$ cat src/verilog/pmu_params.svh
`ifndef PMU_PARAMS_SVH
`define PMU_PARAMS_SVH

// --------------------------------------------------
// Widths and counts
// --------------------------------------------------
`define PMU_REG_WIDTH       32
`define PMU_N_COUNTERS      8
`define PMU_CNT_IDX_WIDTH   3
`define PMU_N_CORES         4
`define PMU_CORE_EVENTS     2
`define PMU_WEIGHT_WIDTH    8
`define PMU_ADDR_WIDTH      7

// --------------------------------------------------
// Register word indexes
// --------------------------------------------------
`define PMU_REG_CFG         0
`define PMU_REG_COUNTER0    1
`define PMU_REG_OVF_MASK    9
`define PMU_REG_OVF_VECT    10
`define PMU_REG_WEIGHTS0    11
`define PMU_REG_WEIGHTS1    12
`define PMU_REG_LIMIT0      13
`define PMU_REG_QUOTA0      17
`define PMU_N_REGS          21

// Configuration word bit positions
`define PMU_CFG_CNT_EN          0
`define PMU_CFG_CNT_SOFTRST     1
`define PMU_CFG_OVF_EN          2
`define PMU_CFG_OVF_SOFTRST     3
`define PMU_CFG_MCCU_EN         4
`define PMU_CFG_MCCU_SOFTRST    5
// One update bit per core, core 0 lowest
`define PMU_CFG_UPDATE_QUOTA0   6
`define PMU_CFG_SELFTEST_LO     30

`endif

$ cat src/verilog/pmu_pkg.sv
package pmu_pkg;

    // Self-test event override
    typedef enum logic [1:0] {
        SELFTEST_NONE    = 2'b00,
        SELFTEST_ALL_ON  = 2'b01,
        SELFTEST_ALL_OFF = 2'b10,
        SELFTEST_ONE_ON  = 2'b11
    } selftest_e;

    // Write channel of the AXI4-Lite slave
    typedef enum logic {
        BUS_IDLE = 1'b0,
        BUS_RESP = 1'b1
    } bus_state_e;

endpackage

$ cat src/verilog/pmu_regs.sv
`timescale 1ns/1ns
`include "pmu_params.svh"

module pmu_regs (
    input  logic                                          clk_i,
    input  logic                                          rstn_i,
    input  logic [`PMU_ADDR_WIDTH-1:0]                    s_awaddr_i,
    input  logic                                          s_awvalid_i,
    output logic                                          s_awready_o,
    input  logic [`PMU_REG_WIDTH-1:0]                     s_wdata_i,
    input  logic [`PMU_REG_WIDTH/8-1:0]                   s_wstrb_i,
    input  logic                                          s_wvalid_i,
    output logic                                          s_wready_o,
    output logic [1:0]                                    s_bresp_o,
    output logic                                          s_bvalid_o,
    input  logic                                          s_bready_i,
    input  logic [`PMU_ADDR_WIDTH-1:0]                    s_araddr_i,
    input  logic                                          s_arvalid_i,
    output logic                                          s_arready_o,
    output logic [`PMU_REG_WIDTH-1:0]                     s_rdata_o,
    output logic [1:0]                                    s_rresp_o,
    output logic                                          s_rvalid_o,
    input  logic                                          s_rready_i,
    output logic                                          cnt_en_o,
    output logic                                          cnt_softrst_o,
    output logic                                          ovf_en_o,
    output logic                                          ovf_softrst_o,
    output pmu_pkg::selftest_e                            selftest_o,
    output logic [`PMU_N_COUNTERS-1:0]                    ovf_mask_o,
    output logic                                          mccu_en_o,
    output logic                                          mccu_softrst_o,
    output logic [`PMU_N_CORES-1:0]                       update_quota_o,
    output logic [`PMU_N_CORES*`PMU_CORE_EVENTS-1:0][`PMU_WEIGHT_WIDTH-1:0] weights_o,
    output logic [`PMU_N_CORES-1:0][`PMU_REG_WIDTH-1:0]   limits_o,
    output logic                                          cnt_load_valid_o,
    output logic [`PMU_CNT_IDX_WIDTH-1:0]                 cnt_load_idx_o,
    output logic [`PMU_REG_WIDTH-1:0]                     cnt_load_data_o,
    input  logic [`PMU_N_COUNTERS-1:0][`PMU_REG_WIDTH-1:0] counter_val_i,
    input  logic [`PMU_N_COUNTERS-1:0]                    ovf_vect_i,
    input  logic [`PMU_N_CORES-1:0][`PMU_REG_WIDTH-1:0]   quota_i,
    input  logic [`PMU_N_CORES-1:0]                       exhausted_i,
    output logic                                          intr_overflow_o,
    output logic [`PMU_N_CORES-1:0]                       intr_mccu_o
);

    localparam int CORE_IDX_W = $clog2(`PMU_N_CORES);
    localparam int N_WEIGHT_REGS =
        `PMU_N_CORES * `PMU_CORE_EVENTS * `PMU_WEIGHT_WIDTH / `PMU_REG_WIDTH;

    // Word index from byte address
    logic [`PMU_ADDR_WIDTH-3:0] wr_idx;
    logic [`PMU_ADDR_WIDTH-3:0] rd_idx;

    pmu_pkg::bus_state_e wr_state_q;
    logic wr_fire;
    logic rd_fire;
    logic rvalid_q;
    logic [`PMU_REG_WIDTH-1:0] rdata_q;
    logic [`PMU_REG_WIDTH-1:0] rd_data;

    logic [`PMU_REG_WIDTH-1:0] cfg_q;
    logic [`PMU_N_COUNTERS-1:0] ovf_mask_q;
    logic [N_WEIGHT_REGS-1:0][`PMU_REG_WIDTH-1:0] weights_q;
    logic [`PMU_N_CORES-1:0][`PMU_REG_WIDTH-1:0] limits_q;

    assign wr_idx = s_awaddr_i[`PMU_ADDR_WIDTH-1:2];
    assign rd_idx = s_araddr_i[`PMU_ADDR_WIDTH-1:2];

    // --------------------------------------------------
    // AXI4-Lite handshakes
    // --------------------------------------------------
    // Address and data must arrive together, one write in flight
    assign wr_fire = s_awvalid_i && s_wvalid_i && (wr_state_q == pmu_pkg::BUS_IDLE);
    assign rd_fire = s_arvalid_i && !rvalid_q;

    assign s_awready_o = wr_fire;
    assign s_wready_o  = wr_fire;
    assign s_bvalid_o  = (wr_state_q == pmu_pkg::BUS_RESP);
    assign s_bresp_o   = 2'b00;
    assign s_arready_o = rd_fire;
    assign s_rvalid_o  = rvalid_q;
    assign s_rdata_o   = rdata_q;
    assign s_rresp_o   = 2'b00;

    always_ff @(posedge clk_i or negedge rstn_i) begin
        if (!rstn_i) begin
            wr_state_q <= pmu_pkg::BUS_IDLE;
            rvalid_q   <= 1'b0;
        end else begin
            if (wr_fire) begin
                wr_state_q <= pmu_pkg::BUS_RESP;
            end else if (s_bready_i) begin
                wr_state_q <= pmu_pkg::BUS_IDLE;
            end
            // Response held until the master takes it
            if (rd_fire) begin
                rvalid_q <= 1'b1;
            end else if (s_rready_i) begin
                rvalid_q <= 1'b0;
            end
        end
    end

    // Read data captured at acceptance
    always_ff @(posedge clk_i) begin
        if (rd_fire) begin
            rdata_q <= rd_data;
        end
    end

    // --------------------------------------------------
    // Register writes
    // --------------------------------------------------
    // Soft reset and update bits stay set until software clears them
    always_ff @(posedge clk_i or negedge rstn_i) begin
        if (!rstn_i) begin
            cfg_q      <= '0;
            ovf_mask_q <= '0;
            weights_q  <= '0;
            limits_q   <= '0;
        end else if (wr_fire) begin
            case (wr_idx) inside
                `PMU_REG_CFG:      cfg_q <= s_wdata_i;
                `PMU_REG_OVF_MASK: ovf_mask_q <= s_wdata_i[`PMU_N_COUNTERS-1:0];
                `PMU_REG_WEIGHTS0: weights_q[0] <= s_wdata_i;
                `PMU_REG_WEIGHTS1: weights_q[1] <= s_wdata_i;
                [`PMU_REG_LIMIT0:`PMU_REG_LIMIT0+`PMU_N_CORES-1]:
                    limits_q[CORE_IDX_W'(wr_idx - `PMU_REG_LIMIT0)] <= s_wdata_i;
                // Read-only and unmapped words drop the write
                default: ;
            endcase
        end
    end

    // Counter words are loaded inside the counter block
    assign cnt_load_valid_o = wr_fire && (wr_idx >= `PMU_REG_COUNTER0) &&
                              (wr_idx < `PMU_REG_COUNTER0 + `PMU_N_COUNTERS);
    assign cnt_load_idx_o   = `PMU_CNT_IDX_WIDTH'(wr_idx - `PMU_REG_COUNTER0);
    assign cnt_load_data_o  = s_wdata_i;

    // --------------------------------------------------
    // Readback
    // --------------------------------------------------
    always_comb begin
        rd_data = '0;
        case (rd_idx) inside
            `PMU_REG_CFG:      rd_data = cfg_q;
            [`PMU_REG_COUNTER0:`PMU_REG_COUNTER0+`PMU_N_COUNTERS-1]:
                rd_data = counter_val_i[`PMU_CNT_IDX_WIDTH'(rd_idx - `PMU_REG_COUNTER0)];
            `PMU_REG_OVF_MASK: rd_data = `PMU_REG_WIDTH'(ovf_mask_q);
            `PMU_REG_OVF_VECT: rd_data = `PMU_REG_WIDTH'(ovf_vect_i);
            `PMU_REG_WEIGHTS0: rd_data = weights_q[0];
            `PMU_REG_WEIGHTS1: rd_data = weights_q[1];
            [`PMU_REG_LIMIT0:`PMU_REG_LIMIT0+`PMU_N_CORES-1]:
                rd_data = limits_q[CORE_IDX_W'(rd_idx - `PMU_REG_LIMIT0)];
            [`PMU_REG_QUOTA0:`PMU_REG_QUOTA0+`PMU_N_CORES-1]:
                rd_data = quota_i[CORE_IDX_W'(rd_idx - `PMU_REG_QUOTA0)];
            default: rd_data = '0;
        endcase
    end

    // --------------------------------------------------
    // Configuration fields and interrupts
    // --------------------------------------------------
    assign cnt_en_o       = cfg_q[`PMU_CFG_CNT_EN];
    assign cnt_softrst_o  = cfg_q[`PMU_CFG_CNT_SOFTRST];
    assign ovf_en_o       = cfg_q[`PMU_CFG_OVF_EN];
    assign ovf_softrst_o  = cfg_q[`PMU_CFG_OVF_SOFTRST];
    assign mccu_en_o      = cfg_q[`PMU_CFG_MCCU_EN];
    assign mccu_softrst_o = cfg_q[`PMU_CFG_MCCU_SOFTRST];
    assign update_quota_o = cfg_q[`PMU_CFG_UPDATE_QUOTA0 +: `PMU_N_CORES];
    assign selftest_o     = pmu_pkg::selftest_e'(cfg_q[`PMU_CFG_SELFTEST_LO +: 2]);
    assign ovf_mask_o     = ovf_mask_q;
    assign weights_o      = weights_q;
    assign limits_o       = limits_q;

    // Masked sticky overflow, any source
    assign intr_overflow_o = |(ovf_vect_i & ovf_mask_q);
    // Per-core quota interrupt only while the MCCU runs
    assign intr_mccu_o = exhausted_i & {`PMU_N_CORES{mccu_en_o}};

endmodule

$ cat src/verilog/pmu_event_counters.sv
`timescale 1ns/1ns
`include "pmu_params.svh"

module pmu_event_counters (
    input  logic                                           clk_i,
    input  logic                                           rstn_i,
    input  logic [`PMU_N_COUNTERS-1:0]                     events_i,
    input  pmu_pkg::selftest_e                             selftest_i,
    input  logic                                           cnt_en_i,
    input  logic                                           cnt_softrst_i,
    input  logic                                           ovf_en_i,
    input  logic                                           ovf_softrst_i,
    input  logic                                           cnt_load_valid_i,
    input  logic [`PMU_CNT_IDX_WIDTH-1:0]                  cnt_load_idx_i,
    input  logic [`PMU_REG_WIDTH-1:0]                      cnt_load_data_i,
    output logic [`PMU_N_COUNTERS-1:0]                     events_o,
    output logic [`PMU_N_COUNTERS-1:0][`PMU_REG_WIDTH-1:0] counter_val_o,
    output logic [`PMU_N_COUNTERS-1:0]                     ovf_vect_o
);

    logic [`PMU_N_COUNTERS-1:0][`PMU_REG_WIDTH-1:0] counter_q;
    logic [`PMU_N_COUNTERS-1:0] count_en;
    logic [`PMU_N_COUNTERS-1:0] load_hit;
    logic [`PMU_N_COUNTERS-1:0] wrap;
    logic [`PMU_N_COUNTERS-1:0] ovf_q;

    // --------------------------------------------------
    // Self-test event override
    // --------------------------------------------------
    always_comb begin
        case (selftest_i)
            pmu_pkg::SELFTEST_ALL_ON:  events_o = '1;
            pmu_pkg::SELFTEST_ALL_OFF: events_o = '0;
            pmu_pkg::SELFTEST_ONE_ON:  events_o = `PMU_N_COUNTERS'(1);
            default:                   events_o = events_i;
        endcase
    end

    // Per-counter increment, load and wrap conditions
    always_comb begin
        for (int i = 0; i < `PMU_N_COUNTERS; i++) begin
            load_hit[i] = cnt_load_valid_i && (cnt_load_idx_i == `PMU_CNT_IDX_WIDTH'(i));
            count_en[i] = cnt_en_i && events_o[i];
            // Load wins, so a loaded counter never wraps
            wrap[i] = count_en[i] && !load_hit[i] && (counter_q[i] == '1);
        end
    end

    // --------------------------------------------------
    // Counters
    // --------------------------------------------------
    always_ff @(posedge clk_i or negedge rstn_i) begin
        if (!rstn_i) begin
            counter_q <= '0;
        end else if (cnt_softrst_i) begin
            counter_q <= '0;
        end else begin
            for (int i = 0; i < `PMU_N_COUNTERS; i++) begin
                if (load_hit[i]) begin
                    counter_q[i] <= cnt_load_data_i;
                end else if (count_en[i]) begin
                    counter_q[i] <= counter_q[i] + 1;
                end
            end
        end
    end

    // Sticky overflow, set on the wrapping edge
    always_ff @(posedge clk_i or negedge rstn_i) begin
        if (!rstn_i) begin
            ovf_q <= '0;
        end else if (ovf_softrst_i) begin
            ovf_q <= '0;
        end else if (ovf_en_i && !cnt_softrst_i) begin
            ovf_q <= ovf_q | wrap;
        end
    end

    assign counter_val_o = counter_q;
    assign ovf_vect_o    = ovf_q;

endmodule

$ cat src/verilog/pmu_mccu.sv
`timescale 1ns/1ns
`include "pmu_params.svh"

module pmu_mccu (
    input  logic                                        clk_i,
    input  logic                                        rstn_i,
    input  logic [`PMU_N_COUNTERS-1:0]                  events_i,
    input  logic                                        mccu_en_i,
    input  logic                                        mccu_softrst_i,
    input  logic [`PMU_N_CORES-1:0]                     update_quota_i,
    input  logic [`PMU_N_CORES*`PMU_CORE_EVENTS-1:0][`PMU_WEIGHT_WIDTH-1:0] weights_i,
    input  logic [`PMU_N_CORES-1:0][`PMU_REG_WIDTH-1:0] limits_i,
    output logic [`PMU_N_CORES-1:0][`PMU_REG_WIDTH-1:0] quota_o,
    output logic [`PMU_N_CORES-1:0]                     exhausted_o
);

    // Room for the weight sum of one core
    localparam int SUM_W = `PMU_WEIGHT_WIDTH + $clog2(`PMU_CORE_EVENTS);

    for (genvar c = 0; c < `PMU_N_CORES; c++) begin : g_core
        logic [SUM_W-1:0] cost;
        logic [`PMU_REG_WIDTH-1:0] cost_ext;
        logic [`PMU_REG_WIDTH-1:0] quota_q;
        logic exhausted_q;

        // --------------------------------------------------
        // Weighted cost of this core's active events
        // --------------------------------------------------
        // Core c owns events c, c+N_CORES, ...
        always_comb begin
            cost = '0;
            for (int e = 0; e < `PMU_CORE_EVENTS; e++) begin
                if (events_i[c + e*`PMU_N_CORES]) begin
                    cost = cost + SUM_W'(weights_i[c*`PMU_CORE_EVENTS + e]);
                end
            end
        end

        assign cost_ext = `PMU_REG_WIDTH'(cost);

        // Budget, reloaded from the limit or drained toward zero
        always_ff @(posedge clk_i or negedge rstn_i) begin
            if (!rstn_i) begin
                quota_q <= '0;
            end else if (mccu_softrst_i) begin
                quota_q <= '0;
            end else if (update_quota_i[c]) begin
                quota_q <= limits_i[c];
            end else if (mccu_en_i) begin
                // Saturate rather than underflow
                quota_q <= (quota_q > cost_ext) ? quota_q - cost_ext : '0;
            end
        end

        // Exhaustion flag trails the quota by a cycle
        always_ff @(posedge clk_i or negedge rstn_i) begin
            if (!rstn_i) begin
                exhausted_q <= 1'b0;
            end else begin
                exhausted_q <= (quota_q == '0);
            end
        end

        assign quota_o[c]     = quota_q;
        assign exhausted_o[c] = exhausted_q;
    end

endmodule

$ cat src/verilog/pmu_top.sv
`timescale 1ns/1ns
`include "pmu_params.svh"

module pmu_top (
    input  logic                          clk_i,
    input  logic                          rstn_i,
    input  logic [`PMU_ADDR_WIDTH-1:0]    s_awaddr_i,
    input  logic                          s_awvalid_i,
    output logic                          s_awready_o,
    input  logic [`PMU_REG_WIDTH-1:0]     s_wdata_i,
    input  logic [`PMU_REG_WIDTH/8-1:0]   s_wstrb_i,
    input  logic                          s_wvalid_i,
    output logic                          s_wready_o,
    output logic [1:0]                    s_bresp_o,
    output logic                          s_bvalid_o,
    input  logic                          s_bready_i,
    input  logic [`PMU_ADDR_WIDTH-1:0]    s_araddr_i,
    input  logic                          s_arvalid_i,
    output logic                          s_arready_o,
    output logic [`PMU_REG_WIDTH-1:0]     s_rdata_o,
    output logic [1:0]                    s_rresp_o,
    output logic                          s_rvalid_o,
    input  logic                          s_rready_i,
    input  logic [`PMU_N_COUNTERS-1:0]    events_i,
    output logic                          intr_overflow_o,
    output logic [`PMU_N_CORES-1:0]       intr_mccu_o
);

    // --------------------------------------------------
    // Configuration from the register block
    // --------------------------------------------------
    logic cnt_en;
    logic cnt_softrst;
    logic ovf_en;
    logic ovf_softrst;
    pmu_pkg::selftest_e selftest;
    logic mccu_en;
    logic mccu_softrst;
    logic [`PMU_N_CORES-1:0] update_quota;
    logic [`PMU_N_CORES*`PMU_CORE_EVENTS-1:0][`PMU_WEIGHT_WIDTH-1:0] weights;
    logic [`PMU_N_CORES-1:0][`PMU_REG_WIDTH-1:0] limits;
    logic cnt_load_valid;
    logic [`PMU_CNT_IDX_WIDTH-1:0] cnt_load_idx;
    logic [`PMU_REG_WIDTH-1:0] cnt_load_data;

    // Results back to the register block
    logic [`PMU_N_COUNTERS-1:0] events_sel;
    logic [`PMU_N_COUNTERS-1:0][`PMU_REG_WIDTH-1:0] counter_val;
    logic [`PMU_N_COUNTERS-1:0] ovf_vect;
    logic [`PMU_N_CORES-1:0][`PMU_REG_WIDTH-1:0] quota;
    logic [`PMU_N_CORES-1:0] exhausted;

    // Mask is applied inside the register block
    pmu_regs u_regs (
        .clk_i            (clk_i),
        .rstn_i           (rstn_i),
        .s_awaddr_i       (s_awaddr_i),
        .s_awvalid_i      (s_awvalid_i),
        .s_awready_o      (s_awready_o),
        .s_wdata_i        (s_wdata_i),
        .s_wstrb_i        (s_wstrb_i),
        .s_wvalid_i       (s_wvalid_i),
        .s_wready_o       (s_wready_o),
        .s_bresp_o        (s_bresp_o),
        .s_bvalid_o       (s_bvalid_o),
        .s_bready_i       (s_bready_i),
        .s_araddr_i       (s_araddr_i),
        .s_arvalid_i      (s_arvalid_i),
        .s_arready_o      (s_arready_o),
        .s_rdata_o        (s_rdata_o),
        .s_rresp_o        (s_rresp_o),
        .s_rvalid_o       (s_rvalid_o),
        .s_rready_i       (s_rready_i),
        .cnt_en_o         (cnt_en),
        .cnt_softrst_o    (cnt_softrst),
        .ovf_en_o         (ovf_en),
        .ovf_softrst_o    (ovf_softrst),
        .selftest_o       (selftest),
        .ovf_mask_o       (),
        .mccu_en_o        (mccu_en),
        .mccu_softrst_o   (mccu_softrst),
        .update_quota_o   (update_quota),
        .weights_o        (weights),
        .limits_o         (limits),
        .cnt_load_valid_o (cnt_load_valid),
        .cnt_load_idx_o   (cnt_load_idx),
        .cnt_load_data_o  (cnt_load_data),
        .counter_val_i    (counter_val),
        .ovf_vect_i       (ovf_vect),
        .quota_i          (quota),
        .exhausted_i      (exhausted),
        .intr_overflow_o  (intr_overflow_o),
        .intr_mccu_o      (intr_mccu_o)
    );

    // Counters and MCCU both see the self-test selected events
    pmu_event_counters u_counters (
        .clk_i            (clk_i),
        .rstn_i           (rstn_i),
        .events_i         (events_i),
        .selftest_i       (selftest),
        .cnt_en_i         (cnt_en),
        .cnt_softrst_i    (cnt_softrst),
        .ovf_en_i         (ovf_en),
        .ovf_softrst_i    (ovf_softrst),
        .cnt_load_valid_i (cnt_load_valid),
        .cnt_load_idx_i   (cnt_load_idx),
        .cnt_load_data_i  (cnt_load_data),
        .events_o         (events_sel),
        .counter_val_o    (counter_val),
        .ovf_vect_o       (ovf_vect)
    );

    pmu_mccu u_mccu (
        .clk_i            (clk_i),
        .rstn_i           (rstn_i),
        .events_i         (events_sel),
        .mccu_en_i        (mccu_en),
        .mccu_softrst_i   (mccu_softrst),
        .update_quota_i   (update_quota),
        .weights_i        (weights),
        .limits_i         (limits),
        .quota_o          (quota),
        .exhausted_o      (exhausted)
    );

endmodule

$ cat config.mk
export PLATFORM = sky130hd
export DESIGN_NAME = pmu_top
export DESIGN_NICKNAME = d
export VERILOG_FILES = /design/src/verilog/pmu_pkg.sv /design/src/verilog/pmu_regs.sv /design/src/verilog/pmu_event_counters.sv /design/src/verilog/pmu_mccu.sv /design/src/verilog/pmu_top.sv
export VERILOG_INCLUDE_DIRS = /design/src /design/src/verilog
export SDC_FILE = /design/constraint.sdc
export NUM_CORES = 2
export LEC_CHECK = 0
export BUFFER_PORTS_ARGS = -buffer_cell sky130_fd_sc_hd__clkbuf_2
export CELL_PAD_IN_SITES_DETAIL_PLACEMENT = 1
export CELL_PAD_IN_SITES_GLOBAL_PLACEMENT = 1
export CORE_AREA = 3 3 293 295
export CTS_BUF_LIST = sky130_fd_sc_hd__clkbuf_16
export DETAILED_ROUTE_END_ITERATION = 6
export DIE_AREA = 0 0 296 298
export GPL_ROUTABILITY_DRIVEN = 0
export PLACE_DENSITY = 0.8
export REMOVE_ABC_BUFFERS = 1
export SETUP_SLACK_MARGIN = 0.02
export SLEW_MARGIN = 15
export SYNTH_ARGS = -nofsm -noshare
export SYNTH_HDL_FRONTEND = slang
export SYNTH_HIERARCHICAL = 1
export SYNTH_SLANG_ARGS = --single-unit
export TNS_END_PERCENT = 5
$ cat constraint.sdc
create_clock -name clk_i -period 7.4 [get_ports clk_i]
set_input_delay 1.48 -clock clk_i [delete_from_list [all_inputs] [get_ports clk_i]]
set_output_delay 1.48 -clock clk_i [all_outputs]
set_load 0.05 [all_outputs]
==> impl_metrics.yaml <==
clock_tree:
  clkLatencyLatePin_ps: 640
  h-tree-depth: 3
  cts.clk_slew.worst_paths_ps: 60
  ctsResizeCount: 0
  root_buffer: "clkbuf_16"
  cts_hold_buf: 0
  numCtsBuffers: 79
  post-cts-setup-buffers: 0
  cts_tree: "yes"
  ctsLongestPathBuffers: 3
  clock-sinks: 662
setup_path:
  start_kind: "input port"
  cp_top_family: "compound AO/OA/AOI/OAI gates"
  worst-path-buf-inv: 3
  r2r-end: "u_mccu/g_core[1].quota_q[19]"
  r2r.worst_path.cells: 20
  slowest_delay_ps: 540
  path_common_cell: "nor2_1"
  crit_slowest_cell: "nor2_1"
  cp-end-kind: "flop"
  r2r_start: "u_regs/cfg_q[30]"
  cp.required_ps: 7910
  cp.arrival_ps: 6880
  ff2ff_setup_slack_ps: 1040
  crit_fanout: 12
  worstPathCellList: "clkbuf_2, nor2_1, nor2_1, buf_4, and2_1, ha_1, nor2b_1, a311oi_1, nor2_1, maj3_1, a32o_1, a211o_1, o211ai_1, ha_1, and3_1, a221oi_1, buf_4, a21o_1, a21o_1, a21oi_1, a221o_1"
  crit_type: "in -> reg"
yosys:
  ys_ff_latch: 662
  ys_types: 103
  synth_ff_type: "dfrtp_1"
  synth_most_common_cell: "dfrtp_1"
  synth_area_mm2: 0.04259
  async_flop_share: 0.9517
  synth.area.top_cells: "dfrtp_1 37%, mux2_2 6.8%, mux4_2 6.8%"
  syn_inst: 4228
  synth_edf_count: 32
  synth.top_cell.area_share: 0.3702
  synth.largest_area_cell: "dfrtp_1"
  synth_common_cells: "630 x dfrtp_1, 380 x nor2_1, 259 x mux2_2"
  syn_area_per_cell_um2: 10.07
  seq_area_frac_synth: 0.3927
  ys_warn_count: 6
floorplanning:
  pin_count: 111
  die_height_um: 298
  dieArea_mm2: 0.08821
  core_area_mm2: 0.08342
  initial_utilization: 0.5105
  rows: 106
  die_w_um: 296
routing:
  ant_nets: 0
  post_drt_via_cell_ratio: 7.210
  drc: 0
  drt_wl_total_mm: 167.0
  drt_iter0_markers: 4895
  wl_per_cell_um: 31.54
  vias: 38177
  dr.pass1.iters: 5
timing:
  worst_slack_ps: 1029
  worst_slew_pin_slew_ps: 1368
  setup_tns_ps: 0
  skew_ps: 33.15
  final_max_slew_viol_count: 0
  rsz0062_at_grt: "no"
  period_share: 0.8609
  slew_headroom: 0.08167
  fmax_ghz: 0.1570
  finalWorstPathRequiredPeriod_ps: 6371
  whs_ps: 510.1
  report.final.setup_viol: 0
  hold_viol: 0
power_and_ir_drop:
  power_leakage_nw: 18.99
  power_density_mw_per_mm2: 294.1
  total_power_mw: 13.54
  ir_worst_vdd_mv: 0.1834
placement:
  io_buffers: 98
  place_ws_ps: 566.5
  dp_hpwl_mm: 116.3
hold_path:
  hp-class: "reg -> reg"
  hold_path_end: "u_regs/cfg_q[23]"
  hp-start: "u_regs/cfg_q[23]"
  hold_depth: 1
job:
  drv_cap: 0
global_routing:
  grt-ovfl-total: 0
  first_global_vias: 38224
  antenna_found_initial: 6
  grt_pass1_wl_mm: 249.2
  grt_max_degree: 159
  grt_use_total: 0.3727
status:
  status: "finished clean"
final_layout:
  nNetsFinal: 4298
  syn_to_final_growth_pct: 8.147
  final_core_util: 0.5521
  layout-drive-gt1-share: 0.1826
==> layout by cell type (no fill, tap or decap), drive strengths merged, types with 47 or more instances in the layout <==
master | netlist | routed
dfrtp | 630 | 630
nor2 | 380 | 380
mux2 | 261 | 261
nand2 | 227 | 227
a211oi | 217 | 217
clkbuf | 225 | 180
nand3 | 166 | 166
xnor2 | 157 | 157
o21ai | 155 | 155
mux4 | 128 | 128
xor2 | 123 | 123
nor3 | 119 | 119
inv | 84 | 112
a21oi | 101 | 101
nand4 | 100 | 100
buf | 129 | 97
nor4 | 95 | 95
or3 | 75 | 75
ha | 74 | 74
a311oi | 65 | 65
a22oi | 63 | 63
a221o | 47 | 47
==> cells by family (layout without fill, tap and decap cells) <==
logic type               after synthesis  count (layout)  share of synthesized area
multiplexers                         423             423                     0.1447
other                                  1               7                 0.00008805
XOR/XNOR                             280             280                    0.05758
buffers and inverters                438             419                    0.04836
AO/OA/AOI/OAI                        907             907                     0.1525
adder cells (fa/ha/maj)               86              86                    0.02644
flip-flops                           662             662                     0.3927
AND/OR/NAND/NOR                     1431            1431                     0.1776
==> layer usage <==
metal / track usage / share of wire / up-vias
met4: 0.1869 / 0.056 / 0
met2: 0.5382 / 0.43 / 2395
met3: 0.08446 / 0.11 / 459
met1: 0.5266 / 0.40 / 19494
li1: - / - / 15829
met5: 0 / 0 / -
==> how the worst max path moves through the flow <==
| stage | start | endpoint | slack [ps] | cells after the start |
|---|---|---|---|---|
| 6_report | events_i[3] | u_mccu/g_core[3].quota_q[30] | 1030 | 21 |
| 5_1_grt | u_regs/cfg_q[30] | u_mccu/g_core[1].quota_q[25] | 710 | 21 |
| 4_1_cts | events_i[3] | u_mccu/g_core[3].quota_q[30] | 1210 | 21 |
| 3_5_place_dp | events_i[3] | u_mccu/g_core[3].quota_q[6] | 570 | 21 |
| 3_3_place_gp | events_i[3] | u_mccu/g_core[3].quota_q[6] | 710 | 21 |
| 2_1_floorplan | events_i[3] | u_mccu/g_core[3].quota_q[13] | 1220 | 19 |
==> stage by stage <==
step	instance area (um2)	cells
after floorplan	40860	3877
after global placement	43600	5150
after detailed placement	43600	5150
after CTS	46050	5292
after global routing	46050	5292
final	46060	5295
==> state kept, by name (all words and copies together), names as in the netlist <==
register and cells:
u_regs/weights_o 64, u_regs/ovf_mask_o 8, u_mccu/g_core.quota_q 128, u_mccu/g_core.exhausted_q 4, u_counters/counter_val_o 256, u_regs/s_rdata_o 32, u_regs/s_bvalid_o 1, u_regs/s_rvalid_o 1
u_counters/ovf_vect_o 8, u_regs/cfg_q 32, u_regs/limits_o 128
==> worst reg2reg max path: stages (launching register included) <==
cell       delay [ps]
dfrtp_1           870
buf_4             330
nor2_1            140
nor2_1            210
and2_1            180
ha_1              180
inv_1              70
fa_1              400
nor2b_1           180
nor3_1             60
o21ai_0           400
a22oi_1           130
o22ai_1           280
xor2_1            180
mux2i_1           100
ha_1              410
a2111oi_0         600
a211o_1           300
nand3_1           430
o41a_1            500
a221o_1           320
==> final cells by class <==
cell class / instances / area (um2)
inverters: 84 / 315.3
multi-input cells: 3131 / 23920
diodes: 3 / 7.507
flip-flops and latches: 662 / 16730
clock inverters: 58 / 354.1
clock buffers: 84 / 2102
repair buffers: 193 / 1274
fillers: 9066 / 37360
well taps: 1080 / 1351
==> power by group <==
group / leakage (nW) / switching, mW / internal, mW
logic: 8.95 / 2.64 / 1.80
clock network: 1.30 / 1.66 / 2.15
registers: 8.75 / 1.03 / 4.27
Note: power is estimated with default switching activity, not from simulation.
